### src/common/retire_trace_pkg.sv
//////////////////////////////////////////////////
// Widths here are fixed by the trace format
// Changing them breaks the record layout
//////////////////////////////////////////////////

package retire_trace_pkg;

  localparam int unsigned XLEN       = 32;
  localparam int unsigned REG_ADDR_W = 5;
  localparam int unsigned ORDER_W    = 64;
  localparam int unsigned MASK_W     = 4;

  // Next-PC source
  typedef enum logic [2:0] {
    PC_BOOT,
    PC_JUMP,
    PC_EXC,
    PC_ERET,
    PC_DRET
  } pc_sel_e;

  // Exception-PC source
  typedef enum logic [1:0] {
    EXC_PC_EXC,
    EXC_PC_IRQ,
    EXC_PC_DBD,
    EXC_PC_DBG_EXC
  } exc_pc_sel_e;

  // Access size, value 3 is reserved
  typedef enum logic [1:0] {
    MEM_WORD = 2'd0,
    MEM_HALF = 2'd1,
    MEM_BYTE = 2'd2
  } mem_size_e;

  function automatic logic [MASK_W-1:0] size_to_mask(mem_size_e size);
    logic [MASK_W-1:0] mask;
    case (size)
      MEM_WORD: mask = 4'b1111;
      MEM_HALF: mask = 4'b0011;
      MEM_BYTE: mask = 4'b0001;
      default:  mask = 4'b0000;
    endcase
    return mask;
  endfunction

endpackage

### src/logic/retire_trace_top.sv
//////////////////////////////////////////////////
// Retirement tracer and sleep control
// Inputs are per-cycle strobes and levels
//////////////////////////////////////////////////

`timescale 1ns/1ps

module retire_trace_top import retire_trace_pkg::*; (
  input  logic                  clk,
  input  logic                  rst_ni,
  // Instruction events
  input  logic                  instr_new_i,
  input  logic                  instr_ret_i,
  input  logic                  instr_is_compressed_i,
  input  logic [XLEN-1:0]       instr_rdata_i,
  input  logic [15:0]           instr_rdata_c_i,
  input  logic                  illegal_insn_i,
  // PC events
  input  logic                  pc_set_i,
  input  pc_sel_e               pc_mux_i,
  input  exc_pc_sel_e           exc_pc_mux_i,
  input  logic [XLEN-1:0]       pc_if_i,
  input  logic [XLEN-1:0]       pc_id_i,
  // Register file values
  input  logic [REG_ADDR_W-1:0] rs1_addr_i,
  input  logic [REG_ADDR_W-1:0] rs2_addr_i,
  input  logic [XLEN-1:0]       rs1_rdata_i,
  input  logic [XLEN-1:0]       rs2_rdata_i,
  input  logic [REG_ADDR_W-1:0] rd_addr_i,
  input  logic [XLEN-1:0]       rd_wdata_i,
  input  logic                  rd_we_i,
  // LSU values
  input  logic                  lsu_data_valid_i,
  input  mem_size_e             data_size_i,
  input  logic                  data_we_i,
  input  logic [XLEN-1:0]       lsu_addr_i,
  input  logic [XLEN-1:0]       lsu_rdata_i,
  input  logic [XLEN-1:0]       lsu_wdata_i,
  // Sleep sources
  input  logic                  if_busy_i,
  input  logic                  ctrl_busy_i,
  input  logic                  lsu_busy_i,
  input  logic                  firstfetch_i,
  input  logic                  debug_req_i,
  input  logic                  irq_pending_i,
  input  logic                  irq_nm_i,
  output logic                  core_sleep_o,
  // Trace record
  output logic                  rvfi_valid_o,
  output logic [ORDER_W-1:0]    rvfi_order_o,
  output logic [XLEN-1:0]       rvfi_insn_o,
  output logic                  rvfi_trap_o,
  output logic                  rvfi_intr_o,
  output logic [REG_ADDR_W-1:0] rvfi_rs1_addr_o,
  output logic [REG_ADDR_W-1:0] rvfi_rs2_addr_o,
  output logic [XLEN-1:0]       rvfi_rs1_rdata_o,
  output logic [XLEN-1:0]       rvfi_rs2_rdata_o,
  output logic [REG_ADDR_W-1:0] rvfi_rd_addr_o,
  output logic [XLEN-1:0]       rvfi_rd_wdata_o,
  output logic [XLEN-1:0]       rvfi_pc_rdata_o,
  output logic [XLEN-1:0]       rvfi_pc_wdata_o,
  output logic [XLEN-1:0]       rvfi_mem_addr_o,
  output logic [MASK_W-1:0]     rvfi_mem_rmask_o,
  output logic [MASK_W-1:0]     rvfi_mem_wmask_o,
  output logic [XLEN-1:0]       rvfi_mem_rdata_o,
  output logic [XLEN-1:0]       rvfi_mem_wdata_o
);

  logic                  insn_open;
  logic                  intr_next;
  logic [XLEN-1:0]       rs1_data;
  logic [XLEN-1:0]       rs2_data;
  logic [REG_ADDR_W-1:0] rd_addr;
  logic [XLEN-1:0]       rd_data;
  logic [MASK_W-1:0]     mem_mask;
  logic [XLEN-1:0]       mem_addr;
  logic [XLEN-1:0]       mem_rdata;
  logic [XLEN-1:0]       mem_wdata;

  //////////////////////////////////////////////////
  // Tracer
  //////////////////////////////////////////////////

  // Same-named ports connect implicitly, internal nets are listed
  insn_track u_insn_track (
    .*,
    .insn_open_o (insn_open),
    .intr_next_o (intr_next)
  );

  operand_hold u_operand_hold (
    .*,
    .insn_open_i (insn_open),
    .rs1_data_o  (rs1_data),
    .rs2_data_o  (rs2_data),
    .rd_addr_o   (rd_addr),
    .rd_data_o   (rd_data)
  );

  mem_hold u_mem_hold (
    .*,
    .insn_open_i (insn_open),
    .mem_mask_o  (mem_mask),
    .mem_addr_o  (mem_addr),
    .mem_rdata_o (mem_rdata),
    .mem_wdata_o (mem_wdata)
  );

  // rd_addr_i here is the held address, not the raw input
  trace_out_reg u_trace_out_reg (
    .*,
    .intr_next_i (intr_next),
    .rs1_data_i  (rs1_data),
    .rs2_data_i  (rs2_data),
    .rd_addr_i   (rd_addr),
    .rd_data_i   (rd_data),
    .mem_mask_i  (mem_mask),
    .mem_addr_i  (mem_addr),
    .mem_rdata_i (mem_rdata),
    .mem_wdata_i (mem_wdata)
  );

  //////////////////////////////////////////////////
  // Sleep control
  //////////////////////////////////////////////////

  sleep_ctrl u_sleep_ctrl (
    .*
  );

endmodule

### src/logic/sleep_ctrl.sv
//////////////////////////////////////////////////
// Busy sources count one cycle late
// Wake sources act in the same cycle
//////////////////////////////////////////////////

`timescale 1ns/1ps

module sleep_ctrl (
  input  logic clk,
  input  logic rst_ni,
  input  logic if_busy_i,
  input  logic ctrl_busy_i,
  input  logic lsu_busy_i,
  input  logic firstfetch_i,
  input  logic debug_req_i,
  input  logic irq_pending_i,
  input  logic irq_nm_i,
  output logic core_sleep_o
);

  logic busy_q;

  always_ff @(posedge clk or negedge rst_ni) begin
    if (!rst_ni) begin
      busy_q <= 1'b0;
    end else begin
      busy_q <= if_busy_i | ctrl_busy_i | lsu_busy_i;
    end
  end

  assign core_sleep_o = ~(firstfetch_i | busy_q | debug_req_i | irq_pending_i | irq_nm_i);

endmodule

### src/rvfi_trace/insn_track.sv
//////////////////////////////////////////////////
// Open-instruction and trap-entry tracking
// insn_open_o and intr_next_o are combinational
//////////////////////////////////////////////////

`timescale 1ns/1ps

module insn_track import retire_trace_pkg::*; (
  input  logic        clk,
  input  logic        rst_ni,
  input  logic        instr_new_i,
  input  logic        instr_ret_i,
  input  logic        pc_set_i,
  input  pc_sel_e     pc_mux_i,
  input  exc_pc_sel_e exc_pc_mux_i,
  output logic        insn_open_o,
  output logic        intr_next_o
);

  logic insn_open_q;
  logic trap_q;
  logic trap_d;
  logic trap_entry;

  // Open from the new strobe up to the retire edge
  assign insn_open_o = instr_new_i | insn_open_q;

  always_ff @(posedge clk or negedge rst_ni) begin
    if (!rst_ni) begin
      insn_open_q <= 1'b0;
    end else if (instr_ret_i) begin
      insn_open_q <= 1'b0;
    end else begin
      insn_open_q <= insn_open_o;
    end
  end

  // PC redirected into a trap handler, debug entries excluded
  assign trap_entry = pc_set_i && (pc_mux_i == PC_EXC) &&
                      ((exc_pc_mux_i == EXC_PC_EXC) || (exc_pc_mux_i == EXC_PC_IRQ));

  always_comb begin
    trap_d = trap_q;
    if (trap_entry) begin
      trap_d = 1'b1;
    end else if (trap_q && instr_ret_i) begin
      // First handler instruction has retired
      trap_d = 1'b0;
    end
  end

  always_ff @(posedge clk or negedge rst_ni) begin
    if (!rst_ni) begin
      trap_q <= 1'b0;
    end else begin
      trap_q <= trap_d;
    end
  end

  assign intr_next_o = trap_q & insn_open_o;

  // Retire only follows an earlier or same-cycle instr_new_i
  assert property (@(posedge clk) disable iff (!rst_ni) instr_ret_i |-> insn_open_o);

endmodule

### src/rvfi_trace/mem_hold.sv
//////////////////////////////////////////////////
// Memory record of the open instruction
// Reserved size gives an empty mask
//////////////////////////////////////////////////

`timescale 1ns/1ps

module mem_hold import retire_trace_pkg::*; (
  input  logic              clk,
  input  logic              rst_ni,
  input  logic              insn_open_i,
  input  logic              lsu_data_valid_i,
  input  mem_size_e         data_size_i,
  input  logic [XLEN-1:0]   lsu_addr_i,
  input  logic [XLEN-1:0]   lsu_rdata_i,
  input  logic [XLEN-1:0]   lsu_wdata_i,
  output logic [MASK_W-1:0] mem_mask_o,
  output logic [XLEN-1:0]   mem_addr_o,
  output logic [XLEN-1:0]   mem_rdata_o,
  output logic [XLEN-1:0]   mem_wdata_o
);

  logic            mem_upd;
  logic [XLEN-1:0] mem_addr_q;
  logic [XLEN-1:0] mem_rdata_q;
  logic [XLEN-1:0] mem_wdata_q;

  assign mem_mask_o = size_to_mask(data_size_i);

  // Take LSU values only for the open instruction
  assign mem_upd     = insn_open_i & lsu_data_valid_i;
  assign mem_addr_o  = mem_upd ? lsu_addr_i  : mem_addr_q;
  assign mem_rdata_o = mem_upd ? lsu_rdata_i : mem_rdata_q;
  assign mem_wdata_o = mem_upd ? lsu_wdata_i : mem_wdata_q;

  always_ff @(posedge clk or negedge rst_ni) begin
    if (!rst_ni) begin
      mem_addr_q  <= '0;
      mem_rdata_q <= '0;
      mem_wdata_q <= '0;
    end else begin
      mem_addr_q  <= mem_addr_o;
      mem_rdata_q <= mem_rdata_o;
      mem_wdata_q <= mem_wdata_o;
    end
  end

  // LSU must report a legal size with its data
  assert property (@(posedge clk) disable iff (!rst_ni)
                   lsu_data_valid_i |-> (2'(data_size_i) != 2'b11));

endmodule

### src/rvfi_trace/operand_hold.sv
//////////////////////////////////////////////////
// Outputs are next-state values, the trace
// stage registers them once
//////////////////////////////////////////////////

`timescale 1ns/1ps

module operand_hold import retire_trace_pkg::*; (
  input  logic                  clk,
  input  logic                  rst_ni,
  input  logic                  instr_new_i,
  input  logic                  insn_open_i,
  input  logic [XLEN-1:0]       rs1_rdata_i,
  input  logic [XLEN-1:0]       rs2_rdata_i,
  input  logic                  rd_we_i,
  input  logic [REG_ADDR_W-1:0] rd_addr_i,
  input  logic [XLEN-1:0]       rd_wdata_i,
  output logic [XLEN-1:0]       rs1_data_o,
  output logic [XLEN-1:0]       rs2_data_o,
  output logic [REG_ADDR_W-1:0] rd_addr_o,
  output logic [XLEN-1:0]       rd_data_o
);

  logic [XLEN-1:0]       rs1_data_q;
  logic [XLEN-1:0]       rs2_data_q;
  logic [REG_ADDR_W-1:0] rd_addr_q;
  logic [XLEN-1:0]       rd_data_q;

  // Sources sampled once at instruction start
  assign rs1_data_o = instr_new_i ? rs1_rdata_i : rs1_data_q;
  assign rs2_data_o = instr_new_i ? rs2_rdata_i : rs2_data_q;

  // Destination follows the core while the instruction is open
  always_comb begin
    rd_addr_o = rd_addr_q;
    rd_data_o = rd_data_q;
    if (insn_open_i) begin
      if (!rd_we_i) begin
        rd_addr_o = '0;
        rd_data_o = '0;
      end else begin
        rd_addr_o = rd_addr_i;
        // x0 never holds a value
        rd_data_o = (rd_addr_i == '0) ? '0 : rd_wdata_i;
      end
    end
  end

  always_ff @(posedge clk or negedge rst_ni) begin
    if (!rst_ni) begin
      rs1_data_q <= '0;
      rs2_data_q <= '0;
      rd_addr_q  <= '0;
      rd_data_q  <= '0;
    end else begin
      rs1_data_q <= rs1_data_o;
      rs2_data_q <= rs2_data_o;
      rd_addr_q  <= rd_addr_o;
      rd_data_q  <= rd_data_o;
    end
  end

endmodule

### src/rvfi_trace/trace_out_reg.sv
//////////////////////////////////////////////////
// One record per retire, one cycle after it
// No back-pressure, sampled every cycle
//////////////////////////////////////////////////

`timescale 1ns/1ps

module trace_out_reg import retire_trace_pkg::*; (
  input  logic                  clk,
  input  logic                  rst_ni,
  input  logic                  instr_ret_i,
  input  logic                  illegal_insn_i,
  input  logic                  intr_next_i,
  input  logic                  instr_is_compressed_i,
  input  logic [XLEN-1:0]       instr_rdata_i,
  input  logic [15:0]           instr_rdata_c_i,
  input  logic [REG_ADDR_W-1:0] rs1_addr_i,
  input  logic [REG_ADDR_W-1:0] rs2_addr_i,
  input  logic [XLEN-1:0]       rs1_data_i,
  input  logic [XLEN-1:0]       rs2_data_i,
  input  logic [REG_ADDR_W-1:0] rd_addr_i,
  input  logic [XLEN-1:0]       rd_data_i,
  input  logic [XLEN-1:0]       pc_id_i,
  input  logic [XLEN-1:0]       pc_if_i,
  input  logic [MASK_W-1:0]     mem_mask_i,
  input  logic                  data_we_i,
  input  logic [XLEN-1:0]       mem_addr_i,
  input  logic [XLEN-1:0]       mem_rdata_i,
  input  logic [XLEN-1:0]       mem_wdata_i,
  output logic                  rvfi_valid_o,
  output logic [ORDER_W-1:0]    rvfi_order_o,
  output logic [XLEN-1:0]       rvfi_insn_o,
  output logic                  rvfi_trap_o,
  output logic                  rvfi_intr_o,
  output logic [REG_ADDR_W-1:0] rvfi_rs1_addr_o,
  output logic [REG_ADDR_W-1:0] rvfi_rs2_addr_o,
  output logic [XLEN-1:0]       rvfi_rs1_rdata_o,
  output logic [XLEN-1:0]       rvfi_rs2_rdata_o,
  output logic [REG_ADDR_W-1:0] rvfi_rd_addr_o,
  output logic [XLEN-1:0]       rvfi_rd_wdata_o,
  output logic [XLEN-1:0]       rvfi_pc_rdata_o,
  output logic [XLEN-1:0]       rvfi_pc_wdata_o,
  output logic [XLEN-1:0]       rvfi_mem_addr_o,
  output logic [MASK_W-1:0]     rvfi_mem_rmask_o,
  output logic [MASK_W-1:0]     rvfi_mem_wmask_o,
  output logic [XLEN-1:0]       rvfi_mem_rdata_o,
  output logic [XLEN-1:0]       rvfi_mem_wdata_o
);

  logic [XLEN-1:0] insn_word;

  // Compressed encodings are zero-extended
  assign insn_word = instr_is_compressed_i ? {16'b0, instr_rdata_c_i} : instr_rdata_i;

  always_ff @(posedge clk or negedge rst_ni) begin
    if (!rst_ni) begin
      rvfi_valid_o     <= 1'b0;
      rvfi_order_o     <= '0;
      rvfi_insn_o      <= '0;
      rvfi_trap_o      <= 1'b0;
      rvfi_intr_o      <= 1'b0;
      rvfi_rs1_addr_o  <= '0;
      rvfi_rs2_addr_o  <= '0;
      rvfi_rs1_rdata_o <= '0;
      rvfi_rs2_rdata_o <= '0;
      rvfi_rd_addr_o   <= '0;
      rvfi_rd_wdata_o  <= '0;
      rvfi_pc_rdata_o  <= '0;
      rvfi_pc_wdata_o  <= '0;
      rvfi_mem_addr_o  <= '0;
      rvfi_mem_rmask_o <= '0;
      rvfi_mem_wmask_o <= '0;
      rvfi_mem_rdata_o <= '0;
      rvfi_mem_wdata_o <= '0;
    end else begin
      rvfi_valid_o     <= instr_ret_i;
      // Counts the records already sent
      rvfi_order_o     <= rvfi_order_o + ORDER_W'(rvfi_valid_o);
      rvfi_insn_o      <= insn_word;
      rvfi_trap_o      <= illegal_insn_i;
      rvfi_intr_o      <= intr_next_i;
      rvfi_rs1_addr_o  <= rs1_addr_i;
      rvfi_rs2_addr_o  <= rs2_addr_i;
      rvfi_rs1_rdata_o <= rs1_data_i;
      rvfi_rs2_rdata_o <= rs2_data_i;
      rvfi_rd_addr_o   <= rd_addr_i;
      rvfi_rd_wdata_o  <= rd_data_i;
      rvfi_pc_rdata_o  <= pc_id_i;
      rvfi_pc_wdata_o  <= pc_if_i;
      rvfi_mem_addr_o  <= mem_addr_i;
      rvfi_mem_rmask_o <= mem_mask_i;
      rvfi_mem_wmask_o <= data_we_i ? mem_mask_i : '0;
      rvfi_mem_rdata_o <= mem_rdata_i;
      rvfi_mem_wdata_o <= mem_wdata_i;
    end
  end

  // Order moves only right after a valid record
  assert property (@(posedge clk) disable iff (!rst_ni)
                   (rvfi_order_o != $past(rvfi_order_o)) |-> $past(rvfi_valid_o));

endmodule

### config.mk
export PLATFORM = sky130hd
export DESIGN_NAME = retire_trace_top
export DESIGN_NICKNAME = d
export VERILOG_FILES = /design/src/common/retire_trace_pkg.sv /design/src/logic/retire_trace_top.sv /design/src/logic/sleep_ctrl.sv /design/src/rvfi_trace/insn_track.sv /design/src/rvfi_trace/mem_hold.sv /design/src/rvfi_trace/operand_hold.sv /design/src/rvfi_trace/trace_out_reg.sv
export SDC_FILE = /design/constraint.sdc
export NUM_CORES = 1
export LEC_CHECK = 0
export BUFFER_PORTS_ARGS = -buffer_cell sky130_fd_sc_hd__buf_4
export CAP_MARGIN = 20
export CORE_AREA = 2 2 281 283
export DETAILED_ROUTE_END_ITERATION = 8
export DIE_AREA = 0 0 283 285
export MAX_ROUTING_LAYER = met4
export RECOVER_POWER = 25
export SYNTH_ARGS = -nofsm -noshare
export SYNTH_HDL_FRONTEND = slang
export SYNTH_SLANG_ARGS = --single-unit
### constraint.sdc
create_clock -name clk -period 2 [get_ports clk]
set_input_delay 0.1 -clock clk [delete_from_list [all_inputs] [get_ports clk]]
set_output_delay 0.1 -clock clk [all_outputs]
set_load 0.03 [all_outputs]
==> Word-level counts from Yosys, hierarchy flattened <==
Index checks and enable logic that the tools add are counted.
{ "totals": {"output_inout_bits": 379, "in_bits": 343, "reg_bits": 381, "word_cells": 53} }
{ "classes": {"bitwise_logic": 10, "n_reduce_logical": 8, "mux": 9, "eq_ne": 4, "n_addsub": 1} }
{ "op_table": {"columns": ["op", "count"], "rows": [
  ["2-to-1 mux 32 bit", 3],
  ["adder 64 x 1 -> 64 bit", 1],
  ["one-hot mux 4 bit (3 select lines)", 1],
  ["OR 1 bit", 7],
  ["logical NOT 5 bit", 1],
  ["2-to-1 mux 5 bit", 1],
  ["equality test 2 x 1 -> 1 bit, second input constant", 2],
  ["logical NOT 2 bit", 2],
  ["2-to-1 mux 4 bit", 1],
  ["equality test 3 x 2 -> 1 bit, second input constant", 1],
  ["logical AND 1 bit", 3],
  ["2-to-1 mux 1 bit", 3],
  ["AND 1 bit", 2],
  ["equality test 2 bit, second input constant", 1],
  ["nonzero test 2 bit", 1],
  ["logical OR 1 bit", 1],
  ["NOT 1 bit", 1]
]} }

==> Longest topological paths before layout <==
{ "logic_depth": {"ltp_word": 5, "depth_mapped": 7, "mapped_depth_nobuf": 7} }

==> Cells and area by module <==
A second synthesis with hierarchy kept.
{ "unflattened": {"hier_cells": 1070, "hier_area_um2": 18789.3} }
{ "modules_own_cells": {"columns": ["module", "seq_area_each_um2", "cells_per_inst", "instances", "area_per_inst_um2"], "rows": [
  ["trace_out_reg", 9459.1, 625, 1, 11113.2],
  ["operand_hold", 2527.4, 226, 1, 3801.1],
  ["mem_hold", 2402.3, 207, 1, 3737.3],
  ["insn_track", 50.0, 8, 1, 95.1],
  ["sleep_ctrl", 25.0, 4, 1, 42.5]
]} }

==> Worst setup path before layout <==
No wires, ideal clock.
{ "synth_timing": {"path_kind": "reg-to-reg", "from": "register u_trace_out_reg.rvfi_order_o[0]", "to": "register u_trace_out_reg.rvfi_order_o[34]", "required_ns": 1.920, "period_less_slack_ns": 2.122, "setup_slack_ns": -0.122, "setup_time_ns": 0.080, "path_stages_with_launch": 8, "t_arrival_ns": 2.042, "n_path_buf": 0, "cell_sequence": "dfrtp_1 -> ha_1 -> ha_1 -> nand3_1 -> nor3_2 -> nand3_2 -> nor3_1 -> xor2_1"} }
{ "synth_between": {"elab_chain_cells": 1} }
{ "synth_lines": {"columns": ["item", "line_no", "text"], "rows": [
  ["start: declaration", "trace_out_reg.sv:31", "output logic [ORDER_W-1:0] rvfi_order_o,"],
  ["start signal: assignment", "trace_out_reg.sv:78", "rvfi_order_o <= rvfi_order_o + ORDER_W'(rvfi_valid_o);"],
  ["adder 64 x 1 -> 64 bit", "trace_out_reg.sv:78", null]
]} }
No other way between the ends.
A chain may end at the register's enable or synchronous reset.

==> Worst setup path after layout <==
{ "layout_timing": {"from": "register u_trace_out_reg.rvfi_valid_o", "to": "register u_trace_out_reg.rvfi_order_o[24]"} }
{ "layout_between": {"elab_chain_cells": 1} }
{ "layout_lines": {"columns": ["item", "line_no", "text"], "rows": [
  ["start: declaration", "trace_out_reg.sv:30", "output logic rvfi_valid_o,"],
  ["start signal: assignment", "trace_out_reg.sv:76", "rvfi_valid_o <= instr_ret_i;"],
  ["adder 64 x 1 -> 64 bit", "trace_out_reg.sv:78", null]
]} }
No other way between the ends.

==> impl_metrics.tcl <==
set metrics [dict create \
    ctsHtreeMaxLevel 2 \
    hold_class "input pin to flip-flop" \
    cts.sinks 379 \
    p_sw_frac 0.285 \
    nets 2359 \
    timing.final.max_slew_violations 49 \
    switching_power_w 0.00642 \
    synthAdderAreaFrac 0.00186 \
    synthSimpleGateAreaFrac 0.0699 \
    relSlewSlack -0.110 \
    synth_compound_area_frac 0.0242 \
    grt_pass1_wl_um 78800 \
    multi_input_area_um2 3900 \
    clock_path_buffers 3 \
    drcViolationCount 0 \
    vias_per_cell 3.82 \
    syn2layout_area_growth_pct 91.2 \
    synth.distinct_cells 33 \
    synth_area_um2 13500 \
    powerDensity_nw_per_um2 875 \
    synth_top_area_share 0.704 \
    crit_required_ns 2.44 \
    die-width_um 283 \
    syn_nets 1213 \
    worst-setup-path-type "flip-flop to flip-flop" \
    cts_tree "built" \
    die_y_um 285 \
    path_delay_family "simple AND/OR/NAND/NOR gates" \
    yosysMostFrequentCell "dfrtp_1" \
    start_kind "flip-flop" \
    yosysWarnings 0 \
    synth_top_area_cell "dfrtp_1" \
    synth-edff-count 0 \
    grt_pass1_vias 13400 \
    cpMaxStageDelayCell "dfrtp_2" \
    grt.total_usage 0.128 \
    drv_cap 1 \
    fmax_mhz 537 \
    fin_area_um2 25700 \
    drt_iter0_markers 374 \
    synth_area_leaders "dfrtp_1, mux2_2, xor2_1, a22o_1, xnor2_1" \
    fillers 7601 \
    p_leak_nw 12.2 \
    crit_path_max_incr_delay_ns 0.36 \
    grt_max_degree 70 \
    yosysSeqAreaShare 0.704 \
    coreArea_um2 78000 \
    grt_overflow 0 \
    synthTopCellsByCount "dfrtp_1, mux2_2, xor2_1, a22o_1, nor2_1" \
    intPower_w 0.0161 \
    critical_path_buf_inv_count 1 \
    clkTransAtPathRegs_ns 0.06 \
    hold_viol 0 \
    insertion_delay_ns 0.56 \
    drt_wl_total_um 51800 \
    power_w 0.0225 \
    numPortBuffers 720 \
    cp.arrival_ns 2.30 \
    seqCellArea_um2 9490 \
    ios 722 \
    finClkSkew_ns 0.0151 \
    avgSynthCellArea_um2 15.5 \
    worst_slack_ns 0.139 \
    synthCells 868 \
    cp_max_fo 5 \
    combinationalPowerShare 0.218 \
    drt_first_pass_iters 4 \
    worst_slew_pin_slew_ns 1.66 \
    rsz0062_at_grt "yes" \
    cp-end-kind "flip-flop" \
    wl_per_cell_um 16.7 \
    gp_congestion 0.909 \
    status "finished, violations left" \
    cp_cell_sequence "ha_1 -> ha_2 -> nand3_2 -> nor3_4 -> buf_4 -> and2_1 -> nand4_1 -> xnor2_1" \
    dp_cells 2663 \
    finalCriticalPeriod_ns 1.86 \
    ys_ff_latch 379 \
    synth_xor_area_frac 0.0403 \
    design.die.area_um2 80700 \
    ys_async_sr_fraction 1.00 \
    drive_above_1_share 0.510 \
    ir_drop_mv 0.644 \
    placed_cell_area_um2 20600 \
    p_clk_frac 0.393 \
    hold_ws_ns 0.120 \
    power_frac_seq 0.389 \
    place_hpwl_um 35800 \
    vias 11900 \
    initial_core_util 0.173 \
    antenna_found_initial 4 \
    synth_flop_cell "dfrtp_1" \
    muxShareOfSynthArea 0.147 \
    finalCritPeriodShare 0.931 \
    dp_slack_ns 0.0163 \
    rows 103 \
    final_cells 3102 \
    cts_made_buffers 45 \
    setup_viol 0 \
    cts_root_buf "clkbuf_16" \
    synth_top_family_by_area "multiplexers" \
    ant_nets 0 \
    violations "capacitance limit, slew limit" \
]
path summary, 6_finish.rpt:
path | from | to | slack [ns] | depth (start not counted)
worst max-delay path | u_trace_out_reg.rvfi_valid_o | u_trace_out_reg.rvfi_order_o[24] | 0.14 | 8
worst min-delay path | lsu_data_valid_i | u_trace_out_reg.rvfi_mem_addr_o[15] | 0.12 | 4
worst max register to register | u_trace_out_reg.rvfi_valid_o | u_trace_out_reg.rvfi_order_o[24] | 0.14 | 8
worst min register to register | u_trace_out_reg.rvfi_order_o[63] | u_trace_out_reg.rvfi_order_o[63] | 0.47 | 1
max in group asynchronous | rst_ni | u_trace_out_reg.rvfi_rs2_addr_o[1] | 0.31 | 3
min in group asynchronous | rst_ni | u_trace_out_reg.rvfi_pc_rdata_o[21] | 0.54 | 2
cell families after synthesis:
logic type                 count (synthesis)
AOI/OAI and AO/OA                         41
xor gates and xnor gates                  62
adders and majority gates                  2
buffers and inverters                     42
DFF                                      379
muxes                                    176
and+or+nand+nor                          166
final cells by class:
type,instances,share of cell area
Inverter,13,0.00190
Antenna cell,3,0.000292
Sequential cell,379,0.369
Timing Repair Buffer,1128,0.364
Clock buffer,66,0.0538
Tap cell,1050,0.0510
Multi-Input combinational cell,447,0.151
Clock inverter,16,0.00894
power groups by stage:
stage	registers, W	clock network [W]	logic, W
2_1_floorplan	0.0102	0	0.000702
3_3_place_gp	0.00884	0	0.00432
3_5_place_dp	0.00886	0	0.00437
4_1_cts	0.00874	0.00912	0.00495
5_1_grt	0.00884	0.00945	0.00517
6_report	0.00876	0.00884	0.00492
tightest hold or removal path, delay by kind of cell:
kind	cells	cell delay [ns]
compound gates	1	0.06
buf+inv	2	0.30
mux	1	0.18
per-stage QoR:
stage | util | setup TNS, ns
after floorplan | - | -0.0141
after global placement | 0.264 | 0
after detailed placement | 0.264 | 0
after CTS | 0.330 | -0.0294
after global routing | 0.330 | -0.00677
final | 0.330 | 0
cell usage in the layout (no fill, tap or decap), types with 3 or more instances in the layout:
cell           synthesis  layout
o21ai_0                6       6
clkbuf_4               0      66
nor2_1                32      31
buf_4                  2     679
nor2b_1               18      18
nand2_1               29      29
dfrtp_2                0       3
clkbuf_2               0       8
clkbuf_8               0      16
dfrtp_1              379     376
nor3_1                15      11
clkbuf_16              0      46
mux2_2               176     176
bufinv_16              0       5
dlygate4sd3_1          0     352
clkbuf_1              25      18
nand3_1               22      20
xnor2_1               24      24
nor4_2                 7       6
a22o_1                32      32
inv_1                 13      13
nor3_2                 3       6
nand4_1               16      16
clkinv_2               0       6
xor2_1                38      38
nor4_1                 4       4
nand3_2                2       3
diode_2                0       3
and3_1                 5       5
buf_12                 0       8
sequential cells by signal, indices dropped and copies added (netlist names):
| name | flops |
|---|---|
| u_trace_out_reg.rvfi_pc_wdata_o | 32 |
| u_trace_out_reg.rvfi_mem_wmask_o | 3 |
| u_sleep_ctrl.busy_q | 1 |
| u_trace_out_reg.rvfi_insn_o | 32 |
| u_trace_out_reg.rvfi_mem_addr_o | 32 |
| u_trace_out_reg.rvfi_rs1_rdata_o | 32 |
| u_trace_out_reg.rvfi_valid_o | 1 |
| u_trace_out_reg.rvfi_rs2_addr_o | 5 |
| u_trace_out_reg.rvfi_pc_rdata_o | 32 |
| u_trace_out_reg.rvfi_order_o | 64 |
| u_trace_out_reg.rvfi_trap_o | 1 |
| u_trace_out_reg.rvfi_mem_wdata_o | 32 |
| u_trace_out_reg.rvfi_mem_rmask_o | 3 |
| u_trace_out_reg.rvfi_intr_o | 1 |
| u_trace_out_reg.rvfi_rd_wdata_o | 32 |
| u_trace_out_reg.rvfi_rd_addr_o | 5 |
| u_trace_out_reg.rvfi_mem_rdata_o | 32 |
| u_trace_out_reg.rvfi_rs2_rdata_o | 32 |
| u_insn_track.trap_q | 1 |
| u_insn_track.insn_open_q | 1 |
| u_trace_out_reg.rvfi_rs1_addr_o | 5 |
layer usage:
layer  part of all wire  wire length, um  up-vias  GRT usage
met1               0.38            19600     5952      0.141
met2               0.52            26700      475      0.221
met4              0.039             2000        0     0.0509
met3              0.068             3550      107     0.0338
met5                  0                0        -          -
li1                   -                -     5319          -
timing repair:
item	CTS	global route
cloned	0	0
pin swaps	0	3
endpoints found under the hold margin	600	0
setup buffers	0	2
gates resized for setup	0	10
hold buffers	352	0
endpoints found under the setup margin	2	26
No activity file was read; power rests on OpenSTA's default activity.
